--- config.mk ---
export PLATFORM = sky130hd
export DESIGN_NAME = cop_top
export DESIGN_NICKNAME = d
export VERILOG_FILES = /design/src/rtl/cop_pkg.sv /design/src/rtl/cop_top.sv /design/src/rtl/cop_vtx_capture.sv /design/src/rtl/cop_mem_port.sv /design/src/rtl/cop_ctrl.sv /design/src/rtl/cop_cpr_bank.sv
export SDC_FILE = /design/constraint.sdc
export NUM_CORES = 2
export LEC_CHECK = 0
export BUFFER_PORTS_ARGS = -buffer_cell sky130_fd_sc_hd__buf_2
export CORE_AREA = 2 2 570 572
export DETAILED_ROUTE_END_ITERATION = 10
export DIE_AREA = 0 0 572 574
export MAX_ROUTING_LAYER = met4
export PLACE_DENSITY = 0.53
export SETUP_SLACK_MARGIN = 0.2
export SLEW_MARGIN = 20
export SYNTH_ARGS = -nofsm -noshare
export SYNTH_HDL_FRONTEND = slang
export SYNTH_HIERARCHICAL = 1
export SYNTH_SLANG_ARGS = --single-unit
--- constraint.sdc ---
create_clock -name g_clk -period 90.2 [get_ports g_clk]
set_input_delay 9.02 -clock g_clk [delete_from_list [all_inputs] [get_ports g_clk]]
set_output_delay 9.02 -clock g_clk [all_outputs]
set_load 0.01 [all_outputs]
--- src/rtl/cop_pkg.sv ---
// Shared encodings and packed payload types of the crypto coprocessor.
// All other design files refer to these by scoped name.
package cop_pkg;

// ------------------------------------------------------------------
// Instruction encoding

localparam logic [6:0] cop_opcode = 7'b0001011;    // Custom-0 opcode space

localparam int unsigned opc_hi   = 6;   // Opcode in bits 6..0
localparam int unsigned crd_lo   = 7;   // CPR destination
localparam int unsigned crd_hi   = 10;
localparam int unsigned gpr_lo   = 7;   // GPR destination, 5 bits
localparam int unsigned gpr_hi   = 11;
localparam int unsigned crs1_lo  = 15;
localparam int unsigned crs1_hi  = 18;
localparam int unsigned crs2_lo  = 20;
localparam int unsigned crs2_hi  = 23;
localparam int unsigned funct_lo = 28;  // Function code, top nibble
localparam int unsigned funct_hi = 31;

typedef enum logic [3:0] {
    funct_mv2cop = 4'h0,    // CPR <- rs1
    funct_mv2gpr = 4'h1,    // GPR <- CPR
    funct_add    = 4'h2,
    funct_xor    = 4'h3,
    funct_ldw    = 4'h4,
    funct_stw    = 4'h5,
    funct_nop    = 4'hf
} cop_funct_e;

typedef enum logic [2:0] {
    result_ok       = 3'd0,
    result_abort    = 3'd1,
    result_bad_insn = 3'd2,
    result_bad_addr = 3'd3,
    result_bus_err  = 3'd4
} cop_result_e;

// ------------------------------------------------------------------
// Interface payloads

typedef struct packed {
    logic [31:0] insn_enc;  // Encoded instruction
    logic [31:0] rs1;       // GPR source value
} cpu_req_t;

typedef struct packed {
    logic        wen;       // GPR writeback
    logic [4:0]  waddr;
    logic [31:0] wdata;
    cop_result_e result;
} cop_rsp_t;

typedef struct packed {
    logic        wen;
    logic [31:0] addr;      // Word aligned
    logic [31:0] wdata;
    logic [3:0]  ben;
} mem_req_t;

typedef struct packed {
    logic [31:0] rdata;
    logic        error;
} mem_rsp_t;

// One memory access as seen on the bus
typedef struct packed {
    logic        valid;
    logic        wen;
    logic [31:0] addr;
    logic [31:0] wdata;
    logic [3:0]  ben;
    logic [31:0] rdata;
    logic        error;
} mem_txn_t;

typedef logic [15:0][31:0] cpr_file_t;     // Whole CPR bank

// Per-instruction verification record
typedef struct packed {
    logic        valid;
    logic [31:0] insn_enc;
    logic [31:0] rs1;
    logic        wen;
    logic [4:0]  waddr;
    logic [31:0] wdata;
    cop_result_e result;
    mem_txn_t    mem;
    cpr_file_t   cprs_pre;
    cpr_file_t   cprs_post;
} vtx_record_t;

endpackage
--- src/rtl/cop_top.sv ---
// Coprocessor top level. Ties the controller, CPR bank and memory port
// together and exposes the verification record beside the buses.
`timescale 1ns/1ps

module cop_top (
    input  logic                 g_clk,         // Global clock
    input  logic                 g_resetn,      // Sync active low reset
    input  logic                 cpu_insn_req,
    input  logic                 cpu_abort_req,
    input  cop_pkg::cpu_req_t    cpu_req,
    output logic                 cop_insn_ack,
    output logic                 cop_insn_rsp,
    output cop_pkg::cop_rsp_t    cop_rsp,
    input  logic                 cpu_insn_ack,
    output logic                 cop_mem_cen,
    output cop_pkg::mem_req_t    cop_mem_req,
    input  logic [31:0]          cop_mem_rdata,
    input  logic                 cop_mem_stall,
    input  logic                 cop_mem_error,
    output cop_pkg::vtx_record_t vtx            // Verification record
);

// Controller to CPR bank
logic [3:0]         cpr_rd_idx_a;
logic [3:0]         cpr_rd_idx_b;
logic [31:0]        cpr_rd_data_a;
logic [31:0]        cpr_rd_data_b;
logic               cpr_wr_en;
logic [3:0]         cpr_wr_idx;
logic [31:0]        cpr_wr_data;
cop_pkg::cpr_file_t cpr_snoop;

// Controller to memory port
logic               mem_start;
cop_pkg::mem_req_t  mem_req;
logic               mem_done;
cop_pkg::mem_rsp_t  mem_rsp;
cop_pkg::mem_rsp_t  mem_bus_rsp;   // Unregistered bus response, for capture

assign mem_bus_rsp.rdata = cop_mem_rdata;
assign mem_bus_rsp.error = cop_mem_error;

cop_ctrl ctrl_i (
    .g_clk        (g_clk),
    .g_resetn     (g_resetn),
    .cpu_insn_req (cpu_insn_req),
    .cpu_abort_req(cpu_abort_req),
    .cpu_req      (cpu_req),
    .cop_insn_ack (cop_insn_ack),
    .cop_insn_rsp (cop_insn_rsp),
    .cop_rsp      (cop_rsp),
    .cpu_insn_ack (cpu_insn_ack),
    .cpr_rd_idx_a (cpr_rd_idx_a),
    .cpr_rd_idx_b (cpr_rd_idx_b),
    .cpr_rd_data_a(cpr_rd_data_a),
    .cpr_rd_data_b(cpr_rd_data_b),
    .cpr_wr_en    (cpr_wr_en),
    .cpr_wr_idx   (cpr_wr_idx),
    .cpr_wr_data  (cpr_wr_data),
    .mem_start    (mem_start),
    .mem_req      (mem_req),
    .mem_done     (mem_done),
    .mem_rsp      (mem_rsp)
);

cop_cpr_bank cpr_bank_i (
    .g_clk    (g_clk),
    .g_resetn (g_resetn),
    .rd_idx_a (cpr_rd_idx_a),
    .rd_idx_b (cpr_rd_idx_b),
    .rd_data_a(cpr_rd_data_a),
    .rd_data_b(cpr_rd_data_b),
    .wr_en    (cpr_wr_en),
    .wr_idx   (cpr_wr_idx),
    .wr_data  (cpr_wr_data),
    .snoop    (cpr_snoop)
);

cop_mem_port mem_port_i (
    .g_clk        (g_clk),
    .g_resetn     (g_resetn),
    .mem_start    (mem_start),
    .req          (mem_req),
    .mem_done     (mem_done),
    .rsp          (mem_rsp),
    .cop_mem_cen  (cop_mem_cen),
    .cop_mem_req  (cop_mem_req),
    .cop_mem_rdata(cop_mem_rdata),
    .cop_mem_stall(cop_mem_stall),
    .cop_mem_error(cop_mem_error)
);

// Capture taps the top-level buses directly
cop_vtx_capture vtx_capture_i (
    .g_clk        (g_clk),
    .g_resetn     (g_resetn),
    .cpu_insn_req (cpu_insn_req),
    .cop_insn_ack (cop_insn_ack),
    .cpu_req      (cpu_req),
    .cop_insn_rsp (cop_insn_rsp),
    .cpu_insn_ack (cpu_insn_ack),
    .cop_rsp      (cop_rsp),
    .cop_mem_cen  (cop_mem_cen),
    .cop_mem_stall(cop_mem_stall),
    .cop_mem_req  (cop_mem_req),
    .cop_mem_rsp  (mem_bus_rsp),
    .cpr_snoop    (cpr_snoop),
    .vtx          (vtx)
);

endmodule

--- src/rtl/cop_vtx_capture.sv ---
// Transaction capture. Watches the CPU and memory buses and the CPR bank
// and emits one verification record per retired instruction.
`timescale 1ns/1ps

module cop_vtx_capture (
    input  logic                 g_clk,         // Global clock
    input  logic                 g_resetn,      // Sync active low reset
    input  logic                 cpu_insn_req,
    input  logic                 cop_insn_ack,
    input  cop_pkg::cpu_req_t    cpu_req,
    input  logic                 cop_insn_rsp,
    input  logic                 cpu_insn_ack,
    input  cop_pkg::cop_rsp_t    cop_rsp,
    input  logic                 cop_mem_cen,
    input  logic                 cop_mem_stall,
    input  cop_pkg::mem_req_t    cop_mem_req,
    input  cop_pkg::mem_rsp_t    cop_mem_rsp,   // Raw bus response
    input  cop_pkg::cpr_file_t   cpr_snoop,
    output cop_pkg::vtx_record_t vtx
);

logic               accept_edge;    // Instruction accepted at this edge
logic               retire_edge;    // Instruction retired at this edge
logic               p_cen;
logic               cen_rise;       // First edge with cen high
logic               txn_finish;     // Bus completion edge
cop_pkg::cpu_req_t  req_q;
cop_pkg::cpr_file_t cprs_pre_q;
cop_pkg::mem_txn_t  txn_q;

assign accept_edge = cpu_insn_req && cop_insn_ack;
assign retire_edge = cop_insn_rsp && cpu_insn_ack;
assign cen_rise    = cop_mem_cen && !p_cen;
assign txn_finish  = cop_mem_cen && p_cen && !cop_mem_stall;    // Same rule as the bus

// ------------------------------------------------------------------
// Snapshots at acceptance

always_ff @(posedge g_clk) begin
    if (accept_edge) begin
        req_q      <= cpu_req;
        cprs_pre_q <= cpr_snoop;        // CPRs before execution
    end
end

// ------------------------------------------------------------------
// Single memory transaction

always_ff @(posedge g_clk) begin
    if (!g_resetn) begin
        p_cen       <= 1'b0;
        txn_q.valid <= 1'b0;
    end else begin
        p_cen <= cop_mem_cen;
        if (accept_edge) begin
            txn_q <= '0;                // New instruction, no access yet
        end else if (cen_rise) begin
            txn_q.valid <= 1'b1;
            txn_q.wen   <= cop_mem_req.wen;
            txn_q.addr  <= cop_mem_req.addr;
            txn_q.wdata <= cop_mem_req.wdata;
            txn_q.ben   <= cop_mem_req.ben;
        end
        if (txn_finish) begin
            txn_q.rdata <= cop_mem_rsp.rdata;
            txn_q.error <= cop_mem_rsp.error;
        end
    end
end

// ------------------------------------------------------------------
// Record output, valid for one cycle after retirement

always_ff @(posedge g_clk) begin
    if (!g_resetn) begin
        vtx.valid <= 1'b0;
    end else begin
        vtx.valid <= retire_edge;
        if (retire_edge) begin
            vtx.insn_enc  <= req_q.insn_enc;
            vtx.rs1       <= req_q.rs1;
            vtx.wen       <= cop_rsp.wen;
            vtx.waddr     <= cop_rsp.waddr;
            vtx.wdata     <= cop_rsp.wdata;
            vtx.result    <= cop_rsp.result;
            vtx.mem       <= txn_q;
            vtx.cprs_pre  <= cprs_pre_q;
            vtx.cprs_post <= cpr_snoop;  // Includes the instruction's write
        end
    end
end

endmodule

--- src/rtl/cop_mem_port.sv ---
// Memory port. Issues one word access per start strobe, holds it
// through stalls and hands back the read data and error on completion.
`timescale 1ns/1ps

module cop_mem_port (
    input  logic              g_clk,         // Global clock
    input  logic              g_resetn,      // Sync active low reset
    input  logic              mem_start,     // One-cycle launch strobe
    input  cop_pkg::mem_req_t req,
    output logic              mem_done,      // One cycle after completion
    output cop_pkg::mem_rsp_t rsp,
    output logic              cop_mem_cen,   // Bus chip enable
    output cop_pkg::mem_req_t cop_mem_req,
    input  logic [31:0]       cop_mem_rdata,
    input  logic              cop_mem_stall,
    input  logic              cop_mem_error
);

logic p_cen;        // cen as it was one cycle back
logic txn_end;      // Completion at this edge

// Needs cen from the previous cycle and no stall
assign txn_end = cop_mem_cen && p_cen && !cop_mem_stall;

always_ff @(posedge g_clk) begin
    if (!g_resetn) begin
        cop_mem_cen <= 1'b0;
        p_cen       <= 1'b0;
        mem_done    <= 1'b0;
    end else begin
        p_cen    <= cop_mem_cen;
        mem_done <= txn_end;
        if (mem_start) begin
            cop_mem_cen <= 1'b1;
        end else if (txn_end) begin
            cop_mem_cen <= 1'b0;        // Drops at completion edge
        end
    end
end

// Request held stable while cen is high
always_ff @(posedge g_clk) begin
    if (mem_start) begin
        cop_mem_req <= req;
    end
    if (txn_end) begin
        rsp.rdata <= cop_mem_rdata;
        rsp.error <= cop_mem_error;
    end
end

endmodule

--- src/rtl/cop_ctrl.sv ---
// Coprocessor control. Accepts one instruction at a time, decodes and
// executes it, drives CPR and memory work, and holds the CPU response.
`timescale 1ns/1ps

module cop_ctrl (
    input  logic              g_clk,            // Global clock
    input  logic              g_resetn,         // Sync active low reset
    input  logic              cpu_insn_req,     // CPU instruction request
    input  logic              cpu_abort_req,    // Abort level, sampled on accept
    input  cop_pkg::cpu_req_t cpu_req,
    output logic              cop_insn_ack,     // One-cycle accept pulse
    output logic              cop_insn_rsp,     // Response valid
    output cop_pkg::cop_rsp_t cop_rsp,
    input  logic              cpu_insn_ack,     // CPU takes the response
    output logic [3:0]        cpr_rd_idx_a,
    output logic [3:0]        cpr_rd_idx_b,
    input  logic [31:0]       cpr_rd_data_a,
    input  logic [31:0]       cpr_rd_data_b,
    output logic              cpr_wr_en,
    output logic [3:0]        cpr_wr_idx,
    output logic [31:0]       cpr_wr_data,
    output logic              mem_start,        // Launch one memory access
    output cop_pkg::mem_req_t mem_req,
    input  logic              mem_done,         // Access finished, rsp valid
    input  cop_pkg::mem_rsp_t mem_rsp
);

typedef enum logic [2:0] {
    st_idle,        // Waiting for a request
    st_accept,      // Ack high, latch on this edge
    st_execute,     // Decode, ALU, CPR write or memory launch
    st_mem_wait,    // Memory access outstanding
    st_respond      // Response held until CPU ack
} state_e;

state_e               state;
cop_pkg::cpu_req_t    insn_q;       // Accepted instruction
logic                 abort_q;

logic [31:0]          enc;
logic [3:0]           funct;
logic                 funct_ok;     // Known function code
logic                 is_ldw;
logic                 is_stw;
logic                 is_mem;
logic                 alu_wen;      // Register op writes crd
logic [31:0]          alu_out;
cop_pkg::cop_result_e exe_result;
logic                 exe_ok;
cop_pkg::cop_rsp_t    exe_rsp;      // Response of a non-memory instruction

// ------------------------------------------------------------------
// Decode

assign enc    = insn_q.insn_enc;
assign funct  = enc[cop_pkg::funct_hi:cop_pkg::funct_lo];
assign is_ldw = funct == cop_pkg::funct_ldw;
assign is_stw = funct == cop_pkg::funct_stw;
assign is_mem = is_ldw || is_stw;

assign cpr_rd_idx_a = enc[cop_pkg::crs1_hi:cop_pkg::crs1_lo];
assign cpr_rd_idx_b = enc[cop_pkg::crs2_hi:cop_pkg::crs2_lo];

always_comb begin
    funct_ok = 1'b1;
    alu_wen  = 1'b0;
    alu_out  = '0;
    case (funct)
        cop_pkg::funct_mv2cop: begin
            alu_wen = 1'b1;
            alu_out = insn_q.rs1;
        end
        cop_pkg::funct_add: begin
            alu_wen = 1'b1;
            alu_out = cpr_rd_data_a + cpr_rd_data_b;   // Wraps at 32 bits
        end
        cop_pkg::funct_xor: begin
            alu_wen = 1'b1;
            alu_out = cpr_rd_data_a ^ cpr_rd_data_b;
        end
        cop_pkg::funct_mv2gpr,
        cop_pkg::funct_ldw,
        cop_pkg::funct_stw,
        cop_pkg::funct_nop: funct_ok = 1'b1;
        default:            funct_ok = 1'b0;
    endcase
end

// Abort wins over every decode error
always_comb begin
    if (abort_q) begin
        exe_result = cop_pkg::result_abort;
    end else if (enc[cop_pkg::opc_hi:0] != cop_pkg::cop_opcode || !funct_ok) begin
        exe_result = cop_pkg::result_bad_insn;
    end else if (is_mem && insn_q.rs1[1:0] != 2'b00) begin
        exe_result = cop_pkg::result_bad_addr;  // Misaligned, no access
    end else begin
        exe_result = cop_pkg::result_ok;
    end
end

assign exe_ok = exe_result == cop_pkg::result_ok;

always_comb begin
    exe_rsp        = '0;                // wdata and waddr zero unless wen
    exe_rsp.result = exe_result;
    if (exe_ok && funct == cop_pkg::funct_mv2gpr) begin
        exe_rsp.wen   = 1'b1;
        exe_rsp.waddr = enc[cop_pkg::gpr_hi:cop_pkg::gpr_lo];
        exe_rsp.wdata = cpr_rd_data_a;
    end
end

// ------------------------------------------------------------------
// CPR writeback and memory launch

always_comb begin
    cpr_wr_en   = 1'b0;
    cpr_wr_idx  = enc[cop_pkg::crd_hi:cop_pkg::crd_lo];
    cpr_wr_data = alu_out;
    if (state == st_execute) begin
        cpr_wr_en = alu_wen && exe_ok;
    end else if (state == st_mem_wait && mem_done && is_ldw && !mem_rsp.error) begin
        cpr_wr_en   = 1'b1;             // Load data lands in crd
        cpr_wr_data = mem_rsp.rdata;
    end
end

assign mem_start     = state == st_execute && exe_ok && is_mem;
assign mem_req.wen   = is_stw;
assign mem_req.addr  = insn_q.rs1;
assign mem_req.wdata = is_stw ? cpr_rd_data_b : 32'h0;    // crs2 for stores
assign mem_req.ben   = 4'hf;                               // Whole words only

// ------------------------------------------------------------------
// State machine

always_ff @(posedge g_clk) begin
    if (!g_resetn) begin
        state        <= st_idle;
        cop_insn_ack <= 1'b0;
        cop_insn_rsp <= 1'b0;
    end else begin
        cop_insn_ack <= 1'b0;           // Pulse only
        case (state)
            st_idle: if (cpu_insn_req) begin
                cop_insn_ack <= 1'b1;
                state        <= st_accept;
            end
            st_accept: state <= cpu_insn_req ? st_execute : st_idle;
            st_execute: if (mem_start) begin
                state <= st_mem_wait;
            end else begin
                cop_insn_rsp <= 1'b1;
                state        <= st_respond;
            end
            st_mem_wait: if (mem_done) begin
                cop_insn_rsp <= 1'b1;
                state        <= st_respond;
            end
            st_respond: if (cpu_insn_ack) begin
                cop_insn_rsp <= 1'b0;   // Retired
                state        <= st_idle;
            end
            default: state <= st_idle;
        endcase
    end
end

// Instruction latch and response payload
always_ff @(posedge g_clk) begin
    if (state == st_accept && cpu_insn_req) begin
        insn_q  <= cpu_req;
        abort_q <= cpu_abort_req;
    end
    if (state == st_execute) begin
        cop_rsp <= exe_rsp;
    end else if (state == st_mem_wait && mem_done) begin
        cop_rsp        <= '0;
        cop_rsp.result <= mem_rsp.error ? cop_pkg::result_bus_err : cop_pkg::result_ok;
    end
end

endmodule

--- src/rtl/cop_cpr_bank.sv ---
// Sixteen 32-bit coprocessor registers, two async reads and one write.
// The full bank is also exported for the capture block.
`timescale 1ns/1ps

module cop_cpr_bank (
    input  logic               g_clk,      // Global clock
    input  logic               g_resetn,   // Sync active low reset
    input  logic [3:0]         rd_idx_a,
    input  logic [3:0]         rd_idx_b,
    output logic [31:0]        rd_data_a,
    output logic [31:0]        rd_data_b,
    input  logic               wr_en,
    input  logic [3:0]         wr_idx,
    input  logic [31:0]        wr_data,
    output cop_pkg::cpr_file_t snoop       // All registers, for verification
);

cop_pkg::cpr_file_t cprs;

assign rd_data_a = cprs[rd_idx_a];     // Read ports see last write
assign rd_data_b = cprs[rd_idx_b];
assign snoop     = cprs;

always_ff @(posedge g_clk) begin
    if (!g_resetn) begin
        cprs <= '0;                     // All CPRs start at zero
    end else if (wr_en) begin
        cprs[wr_idx] <= wr_data;
    end
end

endmodule

==> flow_summary.json <==
{
  "status": "finished, final reports clean",
  "drv_cap": 0,
  "fin_crit_sh_pct": 14.5,
  "cpMaxStageDelayCell": "buf_4",
  "grt-busiest-layer": "met2",
  "crit_start": "g_resetn",
  "nets": 7239,
  "rsz0062_at_grt": "no",
  "synth-seq-cells": 2633,
  "postCtsHoldBufs": 0,
  "ant_nets": 0,
  "r2r-start": "ctrl_i/enc[20]",
  "clock_sinks": 2633,
  "tightest_slew_ns": 1.25,
  "yosys_warnings": 6,
  "drt_iter0_drc": 8266,
  "clk-insertion-delay-late_ns": 0.94,
  "internal_power_mw": 1.99,
  "worstHoldPathCells": 0,
  "grt_usage_pct": 23.7,
  "swShare_pct": 21.7,
  "ioPinCount": 1449,
  "grt_use_met1_pct": 28.8,
  "synthesis.area_um2": 96200,
  "grt_pass1_vias": 59000,
  "combPwrFrac_pct": 1.7,
  "cts.repair.resized": 0,
  "rr_worst_depth": 16,
  "grt_max_degree": 227,
  "avgRoutedWirePerCell_um": 33.6,
  "cp_data_required_time_ns": 90.72,
  "synth_cell_types": 71,
  "tritoncts": "yes",
  "port_buffers": 1448,
  "syn_to_final_growth_pct": 22.2,
  "synthFlopType": "edfxtp_1",
  "critPathCaptureType": "register",
  "holdCritPathClass": "register to register",
  "routed_via_density": 5.23,
  "max_slew_margin_pct": 16.6,
  "yosysSeqAreaShare_pct": 76.8,
  "drt_wl_total_mm": 393,
  "cts-root-buf": "clkbuf_16",
  "clk_pin_slew_worst_paths_ns": 0.06,
  "drc": 0,
  "post-route-util_pct": 36.4,
  "arrival_ns": 13.57,
  "fin_skew_ns": 0.0648,
  "overflow": 0,
  "die_area_um2": 328000,
  "crit_fanout": 96,
  "power_leakage_nw": 40.3,
  "h-tree-depth": 5,
  "vias": 61200,
  "power_density_nw_per_um2": 21.7,
  "startpoint_type": "input port",
  "finalSetupTns_ns": 0,
  "drt_pass1_iterations": 8,
  "timing.final.hold_violations": 0,
  "use_met3_pct": 8.68,
  "crit_top_cell": "buf_4",
  "ir_drop_uv": 16.2,
  "fmax_mhz": 76.6,
  "start_util_pct": 29.8,
  "num_rows": 209,
  "numCtsBuffers": 293,
  "dpl.hpwl_mm": 277,
  "synth-edff-count": 2110,
  "critPathKind": "input port to register",
  "global_route.usage.met2_pct": 36.6,
  "core_area_um2": 323000,
  "cts_setup_buffers": 0,
  "p_sw_mw": 0.553,
  "synthCells": 5729,
  "routabilityCongestion": 0.910,
  "min_period_ns": 13.06,
  "layout-drive-gt1-share_pct": 31.8,
  "sequentialPowerShare_pct": 51.7,
  "die_y_um": 574,
  "antenna_found_initial": 43,
  "setup_violations": 0,
  "clkPwrFrac_pct": 46.6,
  "die_w_um": 572,
  "syn_avg_cell_area_um2": 16.8,
  "slew_violations": 0,
  "crit_chain": "buf_8, and3_4, buf_4, buf_4, buf_4, buf_12, buf_4",
  "max_stage_delay_ns": 0.86,
  "synthArstFlopShare_pct": 0,
  "grt_pass1_wl_mm": 520,
  "hold_start": "vtx_capture_i/cprs_pre_q[254]",
  "clock_path_buffers": 4
}
flip-flops by register name, indices dropped and copies added (netlist names), 3 cells and up:
name                      cells
ctrl_i/state                  3
vtx_capture_i/cprs_pre_q    512
vtx_capture_i/vtx          1233
ctrl_i/mem_req               32
cpr_bank_i/snoop            512
mem_port_i/rsp               33
ctrl_i/enc                   24
ctrl_i/cop_rsp               41
mem_port_i/cop_mem_req       69
vtx_capture_i/txn_q         103
vtx_capture_i/req_q          64
cells in the final DEF (no fill, tap or decap), types with 110 or more instances in the layout:
master,count
edfxtp_1,2110
and2_1,164
mux4_2,256
clkbuf_16,298
a21boi_0,440
dfxtp_1,523
buf_2,1447
nand3_1,522
buf_4,110
o21ai_0,533
a22oi_1,131
kinds of logic (layout without fill, tap and decap cells):
family | Yosys count | in the layout | share of synthesized area [%]
DFF | 2633 | 2633 | 76.8
adders and majority gates | 32 | 32 | 0.424
xor gates and xnor gates | 25 | 25 | 0.228
AOI/OAI and AO/OA | 1361 | 1361 | 9.08
and+or+nand+nor | 912 | 912 | 5.00
muxes | 262 | 262 | 6.06
other | 1 | 29 | 0.00390
buffers and inverters | 503 | 2116 | 2.44
final timing paths:
kind                                          endpoint  slack [ns]
worst min-delay path            vtx_capture_i/vtx[766]        0.38
worst max-delay path            vtx_capture_i/vtx[134]       77.14
worst min register to register  vtx_capture_i/vtx[766]        0.38
worst max register to register   cpr_bank_i/snoop[189]       82.05
cell type report:
class | count | area (um2)
fillers | 30600 | 205000
flip-flops and latches | 2633 | 73800
multi-input cells | 2596 | 20400
repair buffers | 1569 | 8320
clock buffers | 371 | 7890
well taps | 4325 | 5410
clock inverters | 165 | 1560
diodes | 25 | 62.6
inverters | 11 | 48.8
synth_stat cells (3+ instances only):
cell	n	area (um2)
edfxtp_1	2110	63400
o21ai_0	555	2780
nand3_1	524	2620
dfxtp_1	523	10500
a21boi_0	440	3300
clkbuf_1	296	1110
mux4_2	256	5770
and2_1	168	1050
a22oi_1	131	983
buf_2	112	561
nand2_1	95	357
a21boi_1	75	563
a21oi_1	62	310
buf_4	54	405
a22o_1	31	272
ha_1	31	388
nor2_1	29	109
buf_1	15	56.3
buf_6	15	169
xor2_1	14	123
and3_1	13	81.3
o21a_1	11	82.6
xnor2_1	11	96.3
a21o_1	10	75.1
inv_1	10	37.5
nor3_1	10	50.1
nand2b_1	9	56.3
nor2b_1	9	56.3
and2_2	8	60.1
a211oi_1	7	52.6
nand4_1	7	43.8
o211ai_1	7	52.6
mux2i_1	6	60.1
nor3b_1	6	45.0
a31oi_1	5	31.3
o21ai_1	5	25.0
and3b_1	4	35.0
nand3b_1	4	30.0
nor4_1	4	25.0
o21bai_1	4	30.0
or2_2	4	25.0
and4_1	3	26.3
power by group through the flow:
| stage | clock network, mW | logic, mW | registers (mW) |
|---|---|---|---|
| CTS | 1.21 | 0.0440 | 1.32 |
| floorplan | 0 | 0.0211 | 1.35 |
| global route | 1.26 | 0.0457 | 1.32 |
| finish | 1.19 | 0.0440 | 1.32 |
| detailed placement | 0 | 0.0438 | 1.34 |
| global placement | 0 | 0.0436 | 1.34 |
metrics by stage:
stage / std cells / hold slack [ns] / worst slack (ns) / cell area, um2 / power, mW
3_5_place_dp: 11100 / 0.405 / 76.04 / 108000 / 1.39
5_1_grt: 11700 / 0.394 / 76.82 / 117000 / 2.62
6_report: 11700 / 0.384 / 77.14 / 118000 / 2.55
4_1_cts: 11700 / 0.392 / 77.01 / 117000 / 2.57
3_3_place_gp: 11100 / 0.401 / 76.08 / 108000 / 1.39
2_1_floorplan: 5732 / 0.400 / 51.52 / 96200 / 1.37
routing by layer:
layer | part of all wire (%) | wire, um | vias to the layer above
li1 | - | - | 25000
met1 | 38 | 150000 | 31800
met2 | 46 | 183000 | 3748
met3 | 12 | 47000 | 601
met4 | 3.6 | 14000 | 0
met5 | 0 | 0 | -
worst max-delay path: cells and delay by family:
kind | cells | cell delay, ns
simple gates | 1 | 0.69
buf+inv | 6 | 3.63
No activity file was read; power rests on OpenSTA's default activity.
